**src/source/nn_pkg.sv**
```systemverilog
package nn_pkg;

    // Fixed-point format shared by activations, weights, biases and scores
    localparam int DATA_W    = 14;
    localparam int FRAC_BITS = 10;

    // Layer dimensions
    localparam int NUM_HIDDEN  = 5;
    localparam int NUM_OUTPUTS = 4;

    // A product of two data values is exact at twice the data width
    localparam int PROD_W = 2 * DATA_W;

    // Three guard bits cover the growth of a five-term sum
    localparam int ACC_W = PROD_W + 3;

    // Symbol index width for four outputs
    localparam int DEC_W = 2;

    typedef logic signed [DATA_W-1:0] data_t;
    typedef logic signed [PROD_W-1:0] prod_t;
    typedef logic signed [ACC_W-1:0]  acc_t;
    typedef logic        [DEC_W-1:0]  decision_t;

    // Output weight matrix, row j holds the weights that feed output j
    // Column i is the weight applied to hidden activation i
    localparam data_t WEIGHTS [NUM_OUTPUTS][NUM_HIDDEN] = '{
        // Output 1
        '{
            14'b11110101101110,
            14'b00101100100110,
            14'b00000100101001,
            14'b11111100011001,
            14'b00001111010001
        },
        // Output 2
        '{
            14'b00010001111111,
            14'b11101111100011,
            14'b11011111110001,
            14'b11101111101100,
            14'b00000111110001
        },
        // Output 3
        '{
            14'b11011111000111,
            14'b11100001001110,
            14'b00001001011011,
            14'b00000001111111,
            14'b00000011000110
        },
        // Output 4
        '{
            14'b00001111101110,
            14'b11110101000101,
            14'b11110110101100,
            14'b00101111101001,
            14'b11011100110110
        }
    };

    // Per-output bias, added after the dot product
    localparam data_t BIASES [NUM_OUTPUTS] = '{
        14'b00000001010101,
        14'b11110101001001,
        14'b11111101011000,
        14'b00001011100100
    };

endpackage

```
**src/source/argmax_decider.sv**
```systemverilog
module argmax_decider
    import nn_pkg::*;
(
    input  logic      clk,
    input  logic      rst,
    input  data_t     score_1,
    input  data_t     score_2,
    input  data_t     score_3,
    input  data_t     score_4,
    output decision_t decision
);

    decision_t idx_lo;
    decision_t idx_hi;
    decision_t idx_max;
    data_t     max_lo;
    data_t     max_hi;

    // First round compares neighbours, the lower index keeps a tie
    always_comb begin
        if (score_1 >= score_2) begin
            idx_lo = 2'd0;
            max_lo = score_1;
        end else begin
            idx_lo = 2'd1;
            max_lo = score_2;
        end

        if (score_3 >= score_4) begin
            idx_hi = 2'd2;
            max_hi = score_3;
        end else begin
            idx_hi = 2'd3;
            max_hi = score_4;
        end
    end

    // Every index on the low side is below every index on the high side,
    // so favouring the low side on a tie keeps the lowest index overall
    always_comb begin
        if (max_lo >= max_hi) begin
            idx_max = idx_lo;
        end else begin
            idx_max = idx_hi;
        end
    end

    always_ff @(posedge clk or negedge rst) begin
        if (!rst) begin
            decision <= '0;
        end else begin
            decision <= idx_max;
        end
    end

    // The comparisons turn an unknown score into a known index without notice
    a_scores_known: assert property (
        @(posedge clk) disable iff (!rst) !$isunknown({score_1, score_2, score_3, score_4})
    ) else $error("score is unknown out of reset");

endmodule

```
**src/source/bias_add.sv**
```systemverilog
module bias_add
    import nn_pkg::*;
(
    input  logic  clk,
    input  logic  rst,
    input  data_t dot_1,
    input  data_t dot_2,
    input  data_t dot_3,
    input  data_t dot_4,
    output data_t score_1,
    output data_t score_2,
    output data_t score_3,
    output data_t score_4
);

    data_t sum_1;
    data_t sum_2;
    data_t sum_3;
    data_t sum_4;

    // Sums are DATA_W wide, so any carry out of the top bit is dropped
    always_comb begin
        sum_1 = dot_1 + BIASES[0];
        sum_2 = dot_2 + BIASES[1];
        sum_3 = dot_3 + BIASES[2];
        sum_4 = dot_4 + BIASES[3];
    end

    always_ff @(posedge clk or negedge rst) begin
        if (!rst) begin
            score_1 <= '0;
            score_2 <= '0;
            score_3 <= '0;
            score_4 <= '0;
        end else begin
            score_1 <= sum_1;
            score_2 <= sum_2;
            score_3 <= sum_3;
            score_4 <= sum_4;
        end
    end

endmodule

```
**src/source/dense_layer.sv**
```systemverilog
module dense_layer
    import nn_pkg::*;
(
    input  logic  clk,
    input  logic  rst,
    input  logic  valid,
    input  data_t h_1,
    input  data_t h_2,
    input  data_t h_3,
    input  data_t h_4,
    input  data_t h_5,
    output data_t dot_1,
    output data_t dot_2,
    output data_t dot_3,
    output data_t dot_4
);

    data_t h_1_q;
    data_t h_2_q;
    data_t h_3_q;
    data_t h_4_q;
    data_t h_5_q;

    // Hidden vector is captured only while valid is high and held otherwise
    always_ff @(posedge clk or negedge rst) begin
        if (!rst) begin
            h_1_q <= '0;
            h_2_q <= '0;
            h_3_q <= '0;
            h_4_q <= '0;
            h_5_q <= '0;
        end else if (valid) begin
            h_1_q <= h_1;
            h_2_q <= h_2;
            h_3_q <= h_3;
            h_4_q <= h_4;
            h_5_q <= h_5;
        end
    end

    // An unknown valid would corrupt the held vector for every later cycle
    a_valid_known: assert property (
        @(posedge clk) disable iff (!rst) !$isunknown(valid)
    ) else $error("valid is unknown out of reset");

    // One neuron per output, each on its own row of the weight table
    neuron_mac #(.OUT_IDX(0)) u_neuron_1 (
        .clk (clk),   .rst (rst),
        .h_1 (h_1_q), .h_2 (h_2_q), .h_3 (h_3_q), .h_4 (h_4_q), .h_5 (h_5_q),
        .dot (dot_1)
    );

    neuron_mac #(.OUT_IDX(1)) u_neuron_2 (
        .clk (clk),   .rst (rst),
        .h_1 (h_1_q), .h_2 (h_2_q), .h_3 (h_3_q), .h_4 (h_4_q), .h_5 (h_5_q),
        .dot (dot_2)
    );

    neuron_mac #(.OUT_IDX(2)) u_neuron_3 (
        .clk (clk),   .rst (rst),
        .h_1 (h_1_q), .h_2 (h_2_q), .h_3 (h_3_q), .h_4 (h_4_q), .h_5 (h_5_q),
        .dot (dot_3)
    );

    neuron_mac #(.OUT_IDX(3)) u_neuron_4 (
        .clk (clk),   .rst (rst),
        .h_1 (h_1_q), .h_2 (h_2_q), .h_3 (h_3_q), .h_4 (h_4_q), .h_5 (h_5_q),
        .dot (dot_4)
    );

endmodule

```
**src/source/neuron_mac.sv**
```systemverilog
module neuron_mac
    import nn_pkg::*;
#(
    parameter int OUT_IDX = 0
) (
    input  logic  clk,
    input  logic  rst,
    input  data_t h_1,
    input  data_t h_2,
    input  data_t h_3,
    input  data_t h_4,
    input  data_t h_5,
    output data_t dot
);

    data_t h_vec [NUM_HIDDEN];
    prod_t prod  [NUM_HIDDEN];
    acc_t  sum;

    // The weight row must exist in the table
    if (OUT_IDX < 0 || OUT_IDX >= NUM_OUTPUTS) begin : g_bad_idx
        $error("neuron_mac OUT_IDX %0d out of range", OUT_IDX);
    end

    assign h_vec[0] = h_1;
    assign h_vec[1] = h_2;
    assign h_vec[2] = h_3;
    assign h_vec[3] = h_4;
    assign h_vec[4] = h_5;

    // Both operands are signed, so each product is exact at PROD_W bits
    always_comb begin
        for (int i = 0; i < NUM_HIDDEN; i++) begin
            prod[i] = h_vec[i] * WEIGHTS[OUT_IDX][i];
        end
    end

    // Full-width accumulation, no rounding until the final slice
    always_comb begin
        sum = '0;
        for (int i = 0; i < NUM_HIDDEN; i++) begin
            sum = sum + acc_t'(prod[i]);
        end
    end

    // Drop the extra fractional bits and keep DATA_W bits above them
    // Upper bits are discarded, so large sums wrap around
    always_ff @(posedge clk or negedge rst) begin
        if (!rst) begin
            dot <= '0;
        end else begin
            dot <= sum[FRAC_BITS +: DATA_W];
        end
    end

endmodule

```
**src/source/symbol_decider_top.sv**
```systemverilog
module symbol_decider_top
    import nn_pkg::*;
(
    input  logic      clk,
    input  logic      rst,
    input  logic      valid,
    input  data_t     h_1,
    input  data_t     h_2,
    input  data_t     h_3,
    input  data_t     h_4,
    input  data_t     h_5,
    output data_t     score_1,
    output data_t     score_2,
    output data_t     score_3,
    output data_t     score_4,
    output decision_t decision
);

    // Dot products between the dense layer and the bias stage
    data_t dot_1;
    data_t dot_2;
    data_t dot_3;
    data_t dot_4;

    // Captures the vector at E and registers the dot products at E+1
    dense_layer u_dense_layer (
        .clk   (clk),
        .rst   (rst),
        .valid (valid),
        .h_1   (h_1),
        .h_2   (h_2),
        .h_3   (h_3),
        .h_4   (h_4),
        .h_5   (h_5),
        .dot_1 (dot_1),
        .dot_2 (dot_2),
        .dot_3 (dot_3),
        .dot_4 (dot_4)
    );

    // Scores registered at E+2
    bias_add u_bias_add (
        .clk     (clk),
        .rst     (rst),
        .dot_1   (dot_1),
        .dot_2   (dot_2),
        .dot_3   (dot_3),
        .dot_4   (dot_4),
        .score_1 (score_1),
        .score_2 (score_2),
        .score_3 (score_3),
        .score_4 (score_4)
    );

    // Decision registered at E+3
    argmax_decider u_argmax_decider (
        .clk      (clk),
        .rst      (rst),
        .score_1  (score_1),
        .score_2  (score_2),
        .score_3  (score_3),
        .score_4  (score_4),
        .decision (decision)
    );

endmodule

```
**config.mk**
```make
export PLATFORM = sky130hd
export DESIGN_NAME = symbol_decider_top
export DESIGN_NICKNAME = d
export VERILOG_FILES = /design/src/source/nn_pkg.sv /design/src/source/argmax_decider.sv /design/src/source/bias_add.sv /design/src/source/dense_layer.sv /design/src/source/neuron_mac.sv /design/src/source/symbol_decider_top.sv
export SDC_FILE = /design/constraint.sdc
export NUM_CORES = 2
export LEC_CHECK = 0
export ABC_CLOCK_PERIOD_IN_PS = 11900
export BUFFER_PORTS_ARGS = -buffer_cell sky130_fd_sc_hd__buf_4
export CAP_MARGIN = 20
export CORE_MARGIN = 8
export CORE_UTILIZATION = 57
export DETAILED_ROUTE_END_ITERATION = 7
export GPL_TIMING_DRIVEN = 0
export MAX_ROUTING_LAYER = met4
export PLACE_DENSITY = 0.71
export RECOVER_POWER = 50
export SLEW_MARGIN = 10
export SYNTH_ARGS = -nofsm -noshare
export SYNTH_HDL_FRONTEND = slang
export SYNTH_HIERARCHICAL = 1
export SYNTH_SLANG_ARGS = --single-unit
```
**constraint.sdc**
```tcl
create_clock -name clk -period 11.9 [get_ports clk]
set_input_delay 3.57 -clock clk [delete_from_list [all_inputs] [get_ports clk]]
set_output_delay 3.57 -clock clk [all_outputs]
set_load 0.02 [all_outputs]
```
-- Word-level counts from Yosys, hierarchy flattened
Cells that the tools add are included.
- multiply operators: 20
- $add $sub $neg: 20
- order comparisons: 3
- mux-type cells: 5
- operator list (operator ; number):
    adder 24 bit ; 13
    multiplier 14 x 11 -> 24 bit, second input constant ; 3
    multiplier 14 x 13 -> 24 bit, second input constant ; 3
    adder 24 x 23 -> 24 bit ; 2
    multiplier 14 x 10 -> 24 bit, second input constant ; 2
    multiplier 14 x 12 -> 24 bit, second input constant ; 2
    multiplier 14 x 10 -> 23 bit, second input constant ; 2
    multiplier 14 x 12 -> 23 bit, second input constant ; 2
    multiplier 14 x 8 -> 22 bit, second input constant ; 2
    greater-or-equal comparator 14 bit ; 3
    adder 14 x 11 -> 14 bit, second input constant ; 2
    two-way mux 14 bit ; 2
    adder 24 x 22 -> 24 bit ; 1
    multiplier 14 x 11 -> 23 bit, second input constant ; 1
    multiplier 14 x 9 -> 23 bit, second input constant ; 1
    multiplier 14 x 10 -> 22 bit, second input constant ; 1
    multiplier 14 x 9 -> 22 bit, second input constant ; 1
    adder 14 x 8 -> 14 bit, second input constant ; 1
    adder 14 x 9 -> 14 bit, second input constant ; 1
    two-way mux 1 bit ; 2
    two-way mux 2 bit ; 1
- input port bits: 73
- output and inout bits: 58
- bits in registers: 184

-- Logic depth before layout (Yosys ltp)
- depth in word-level cells: 5
- gate-level depth with buffers: 41
- gate-level depth less buffers: 41

-- By module
Netlist, hierarchy kept.
- by module, submodules not included (module ; sequential area each (sq um) ; area an instance (sq um) ; cells an instance ; instances):
    neuron_mac at u_dense_layer.u_neuron_2 ; 350.3 ; 18232.5 ; 1733 ; 1
    neuron_mac at u_dense_layer.u_neuron_4 ; 350.3 ; 18168.7 ; 1857 ; 1
    neuron_mac at u_dense_layer.u_neuron_3 ; 350.3 ; 16001.6 ; 1611 ; 1
    neuron_mac at u_dense_layer.u_neuron_1 ; 350.3 ; 15930.3 ; 1663 ; 1
    dense_layer ; 1751.7 ; 2954.1 ; 148 ; 1
    bias_add ; 1401.3 ; 2245.9 ; 173 ; 1
    argmax_decider ; 50.0 ; 1452.6 ; 173 ; 1

-- Worst setup path after synthesis
No wires, ideal clock.
- kind: reg2reg
- from: register u_dense_layer.h_4_q[13]
- to: register u_dense_layer.u_neuron_2.dot[13]
- library setup time: 124 ps
- buffers on the path: 0
- setup slack: 1006 ps
- cell stages (with the launch flop): 35
- arrival: 10770 ps
- clock period less this slack: 10894 ps
- data required time: 11776 ps
- cell sequence: dfrtp_1 > ha_1 > fa_1 > fa_1 > inv_1 > fa_1 > inv_1 > fa_1 > inv_1 > ha_1 > a2111oi_2 > a21boi_0 > o31ai_1 > a21oi_1 > xnor2_1 > ha_1 > fa_1 > fa_1 > fa_1 > inv_1 > fa_1 > fa_1 > inv_1 > fa_1 > inv_1 > fa_1 > inv_1 > ha_1 > nor3_1 > nand2_1 > a211oi_1 > a211oi_1 > a311oi_1 > xnor3_1 > xnor2_1
- word-level cells in the longest chain between the ends: 3
- ends and longest elaborated chain (item ; RTL line ; RTL):
    start: declaration ; dense_layer.sv:21 ; data_t h_4_q;
    start signal: assignment ; dense_layer.sv:30 ; h_4_q <= '0;
    start signal: assignment ; dense_layer.sv:36 ; h_4_q <= h_4;
    multiplier 14 x 10 -> 22 bit ; neuron_mac.sv:34 ; prod[i] = h_vec[i] * WEIGHTS[OUT_IDX][i];
    adder 24 bit (2 in series) ; neuron_mac.sv:42 ; sum = sum + acc_t'(prod[i]);
    via u_dense_layer.u_neuron_2.sum[23] ; neuron_mac.sv:18 ; acc_t sum;
    end signal: assignment ; neuron_mac.sv:52 ; dot <= sum[FRAC_BITS +: DATA_W];
    end: declaration ; neuron_mac.sv:13 ; output data_t dot
The timed path passes the listed nets, and every way through them passes these cells.
A chain may end at the register's enable or synchronous reset.

-- Final worst setup path
- from: register u_dense_layer.h_4_q[7]
- to: register u_dense_layer.u_neuron_2.dot[13]
Same word-level chain as after synthesis.

==> flow_results.xml <==
<?xml version="1.0" encoding="UTF-8"?>
<metrics>
  <group name="sta">
    <metric name="timing.final.crit_share" unit="%">96.4</metric>
    <metric name="fmaxAchievable" unit="MHz">87.2</metric>
    <metric name="clock-skew-final" unit="ps">31.3</metric>
    <metric name="max-slew-margin-rel" unit="%">-246</metric>
    <metric name="slew_worst_pin" unit="ps">5200</metric>
    <metric name="setup_violations" unit="">0</metric>
    <metric name="finalHoldViolCount" unit="">0</metric>
    <metric name="final_critical_path_setup_slack" unit="ps">430</metric>
    <metric name="timing.setup.tns" unit="ps">0</metric>
    <metric name="finalWorstPathRequiredPeriod" unit="ps">11470</metric>
    <metric name="final-max-slew-violation-count" unit="">93</metric>
  </group>
  <group name="status">
    <metric name="failed_checks" unit="">max-capacitance violations, max-slew violations</metric>
    <metric name="status" unit="">finished with violations</metric>
  </group>
  <group name="clock_network">
    <metric name="clockBufferDepth" unit="">2</metric>
    <metric name="clock-sinks" unit="">184</metric>
    <metric name="cts_tree" unit="">yes</metric>
    <metric name="cts.hold.buffers_added" unit="">0</metric>
    <metric name="clockRootBuffer" unit="">sky130_fd_sc_hd__clkbuf_16</metric>
    <metric name="cts_buffers" unit="">17</metric>
    <metric name="clk_transition_reported_paths" unit="ps">70</metric>
    <metric name="clock_tree.htree_level_count" unit="">4</metric>
    <metric name="worst_skew_pair.late_latency" unit="ps">550</metric>
  </group>
  <group name="global_routing">
    <metric name="gr_overflow_total" unit="">0</metric>
    <metric name="global_route.usage.total" unit="%">28.5</metric>
    <metric name="grt_pass1_wl" unit="um">301000</metric>
    <metric name="grt_max_degree" unit="">94</metric>
    <metric name="first_global_vias" unit="">53700</metric>
    <metric name="antenna_found_initial" unit="">17</metric>
  </group>
  <group name="critical_path">
    <metric name="critPathMaxStageDelay" unit="ps">640</metric>
    <metric name="critPathMostFrequentCell" unit="">sky130_fd_sc_hd__fa_1</metric>
    <metric name="worst-path-max-fanout" unit="">10</metric>
    <metric name="cp-start-kind" unit="">register</metric>
    <metric name="path_class" unit="">register to register</metric>
    <metric name="worst_path_max_delay_cell" unit="">sky130_fd_sc_hd__dfrtp_4</metric>
    <metric name="critical_path.startpoint" unit="">u_dense_layer/h_4_q[7]</metric>
    <metric name="path_buf_inv" unit="">9</metric>
    <metric name="worstPathRequired" unit="ps">12320</metric>
    <metric name="critical_path.reg2reg.startpoint" unit="">u_dense_layer/h_4_q[7]</metric>
    <metric name="cp_top_family" unit="">adder cells</metric>
    <metric name="endpoint_class_of_the_critical_path" unit="">register</metric>
    <metric name="critical_path_arrival" unit="ps">11890</metric>
  </group>
  <group name="final_layout">
    <metric name="synthToLayoutAreaGrowth" unit="%">6.83</metric>
    <metric name="final_nets" unit="">10600</metric>
    <metric name="drive_gt1_share" unit="%">5.17</metric>
    <metric name="final_cells" unit="">9348</metric>
    <metric name="fillerInstances" unit="">10900</metric>
    <metric name="area.sequential" unit="mm^2">0.00472</metric>
    <metric name="post-route-cell-area" unit="mm^2">0.0801</metric>
    <metric name="multiInputGateArea" unit="mm^2">0.0597</metric>
  </group>
  <group name="route">
    <metric name="drt_drc_violations_left" unit="">0</metric>
    <metric name="post_drt_via_cell_ratio" unit="">5.22</metric>
    <metric name="drt.antenna.violating_nets" unit="">0</metric>
    <metric name="dr_total_vias" unit="">48800</metric>
    <metric name="routed_wl" unit="um">192000</metric>
    <metric name="drt-pass1-iter-count" unit="">5</metric>
    <metric name="first_iter_violations" unit="">2799</metric>
    <metric name="avgRoutedWirePerCell" unit="um">20.5</metric>
  </group>
  <group name="synth">
    <metric name="ys_types" unit="">90</metric>
    <metric name="synth_fp_nets" unit="">10400</metric>
    <metric name="synth_ff_type" unit="">sky130_fd_sc_hd__dfrtp_1</metric>
    <metric name="ys_ff_latch" unit="">184</metric>
    <metric name="ys_seq_area_share" unit="%">6.14</metric>
    <metric name="synth_enable_flop_cells" unit="">0</metric>
    <metric name="syn_avg_cell_area" unit="um^2">10.2</metric>
    <metric name="ys_async_sr_fraction" unit="%">100</metric>
    <metric name="synth.cell_area" unit="mm^2">0.0750</metric>
    <metric name="yosysWarnings" unit="">6</metric>
    <metric name="synthesis.instances" unit="">7358</metric>
  </group>
  <group name="floorplanning">
    <metric name="floorplan.initialDensity" unit="%">57.3</metric>
    <metric name="core-area" unit="mm^2">0.131</metric>
    <metric name="dieArea" unit="mm^2">0.143</metric>
    <metric name="die-height" unit="um">379</metric>
    <metric name="number_of_primary_i_o_pins" unit="">131</metric>
    <metric name="count_of_standard_cell_rows" unit="">133</metric>
    <metric name="die-width" unit="um">379</metric>
  </group>
  <group name="min_path">
    <metric name="min-delay-path-class" unit="">register to register</metric>
    <metric name="hold_path_startpoint" unit="">u_dense_layer/u_neuron_4/dot[0]</metric>
  </group>
  <group name="placed_design">
    <metric name="place_ws" unit="ps">-4.66</metric>
    <metric name="placed_area" unit="mm^2">0.0798</metric>
    <metric name="placed_cells" unit="">9309</metric>
    <metric name="detailed_place_hpwl" unit="um">168000</metric>
    <metric name="routability_driven_placement_congestion_ratio" unit="">0.954</metric>
    <metric name="portBuffers" unit="">129</metric>
  </group>
  <group name="run">
    <metric name="drv_cap" unit="">1</metric>
  </group>
</metrics>
==> final cells by class <==
type                            instances  share of cell area, %
Multi-Input combinational cell       4426                   74.5
Inverter                             2727                   12.8
Sequential cell                       184                   5.89
Timing Repair Buffer                  196                   3.15
Tap cell                             1755                   2.74
Clock buffer                           18                  0.548
Clock inverter                         14                  0.241
Buffer                                 21                  0.134
Antenna cell                            7                 0.0219
==> layout by cell type (no fill, tap or decap), types with 10 or more instances in the layout <==
master,netlist,routed
sky130_fd_sc_hd__dfrtp_1,184,114
sky130_fd_sc_hd__clkbuf_1,7,16
sky130_fd_sc_hd__xor2_1,88,88
sky130_fd_sc_hd__buf_12,7,38
sky130_fd_sc_hd__buf_4,1,129
sky130_fd_sc_hd__o211ai_1,11,11
sky130_fd_sc_hd__ha_1,1428,1428
sky130_fd_sc_hd__o21a_1,46,46
sky130_fd_sc_hd__mux2_4,79,22
sky130_fd_sc_hd__nand2b_1,29,29
sky130_fd_sc_hd__a31oi_1,18,18
sky130_fd_sc_hd__a211oi_1,23,21
sky130_fd_sc_hd__and3_1,11,11
sky130_fd_sc_hd__mux2_2,13,13
sky130_fd_sc_hd__buf_16,0,29
sky130_fd_sc_hd__xnor2_1,296,295
sky130_fd_sc_hd__o21ai_1,16,14
sky130_fd_sc_hd__o21bai_1,15,15
sky130_fd_sc_hd__a21o_1,36,36
sky130_fd_sc_hd__mux2i_1,38,38
sky130_fd_sc_hd__o21ai_0,65,67
sky130_fd_sc_hd__dfrtp_4,0,10
sky130_fd_sc_hd__nand2_1,85,85
sky130_fd_sc_hd__and2_1,12,12
sky130_fd_sc_hd__clkbuf_16,0,17
sky130_fd_sc_hd__nand3_1,31,32
sky130_fd_sc_hd__dfrtp_2,0,60
sky130_fd_sc_hd__or2_2,13,13
sky130_fd_sc_hd__nor2b_1,18,18
sky130_fd_sc_hd__o31ai_1,12,12
sky130_fd_sc_hd__fa_1,1574,1574
sky130_fd_sc_hd__nor3_1,46,47
sky130_fd_sc_hd__a21oi_1,127,129
sky130_fd_sc_hd__mux2_1,0,57
sky130_fd_sc_hd__nor2_1,135,135
sky130_fd_sc_hd__inv_1,2727,2727
sky130_fd_sc_hd__nand4_1,17,17
==> synth_stat cells, drive strengths merged (7+ instances only) <==
cell / count / share of area [%]
o21ai: 84 / 0.58
xor2: 88 / 1.0
a211o: 8 / 0.093
ha: 1428 / 24
o41ai: 7 / 0.12
or2: 13 / 0.11
or3: 8 / 0.067
nand4: 17 / 0.14
mux2: 92 / 1.8
nor2b: 19 / 0.17
a31o: 7 / 0.082
a211oi: 26 / 0.28
and2: 12 / 0.10
nor3: 49 / 0.35
fa: 1574 / 42
xnor2: 296 / 3.5
a21boi: 10 / 0.10
a2111oi: 7 / 0.13
nand2b: 29 / 0.24
a31oi: 18 / 0.15
and3: 11 / 0.092
nand2: 85 / 0.43
nand3: 32 / 0.22
nor2: 136 / 0.68
a21o: 37 / 0.37
inv: 2727 / 14
o31ai: 13 / 0.14
o21a: 46 / 0.46
o21bai: 15 / 0.15
mux2i: 38 / 0.51
o211ai: 14 / 0.16
a21oi: 133 / 0.92
dfrtp: 184 / 6.1
clkbuf: 7 / 0.035
buf: 14 / 0.27
==> metrics by stage <==
| step | hold slack [ps] | util [%] |
|---|---|---|
| global placement | 334 | 59.7 |
| finish | 349 | 61.2 |
| global route | 356 | 61.2 |
| floorplan | 331 | - |
| CTS | 351 | 61.4 |
| detailed placement | 335 | 60.9 |
==> routing by layer <==
metal | global-route usage [%] | wire, um | up-vias
met1 | 36.6 | 80900 | 24900
met3 | 4.74 | 11700 | 351
li1 | - | - | 22200
met2 | 45.2 | 89200 | 1302
met5 | - | 0 | -
met4 | 11.6 | 9960 | 0
==> worst reg2reg max path, delay by kind of cell (launching register included) <==
kind | cells | cell delay (ps)
xor gates and xnor gates | 3 | 750
adders and majority gates | 15 | 6960
DFF | 1 | 640
AOI/OAI and AO/OA | 9 | 2300
buffers and inverters | 9 | 730
==> what timing repair did <==
item | in CTS | in global routing
setup endpoints to repair | 1 | 1
gates resized for setup | 1 | 7
buffers inserted | 0 | 0
==> cell families (layout without fill, tap and decap cells) <==
group | count (synthesis) | in the layout | synth area share (%)
fa+ha+maj | 3002 | 3002 | 65.8
compound gates | 468 | 468 | 4.28
simple gates | 439 | 439 | 2.92
flops | 184 | 184 | 6.14
xor+xnor | 387 | 387 | 4.58
mux | 130 | 130 | 2.28
other cells | 0 | 7 | 0
buf+inv | 2748 | 2976 | 14.0
==> path summary, 6_finish.rpt <==
check / to / slack (ps) / cells past startpoint
setup / recovery: u_dense_layer/u_neuron_2/dot[13] / 430 / 36
hold / removal: u_bias_add/score_4[0] / 350 / 0
setup reg to reg: u_dense_layer/u_neuron_2/dot[13] / 430 / 36
hold reg to reg: u_bias_add/score_4[0] / 350 / 0
max in group asynchronous: u_dense_layer/h_5_q[3] / 3720 / 1
min in group asynchronous: u_dense_layer/h_2_q[2] / 4930 / 1
Power is not shown: default switching activity piles up to over one toggle a cycle in this logic, so the estimate is an artifact.
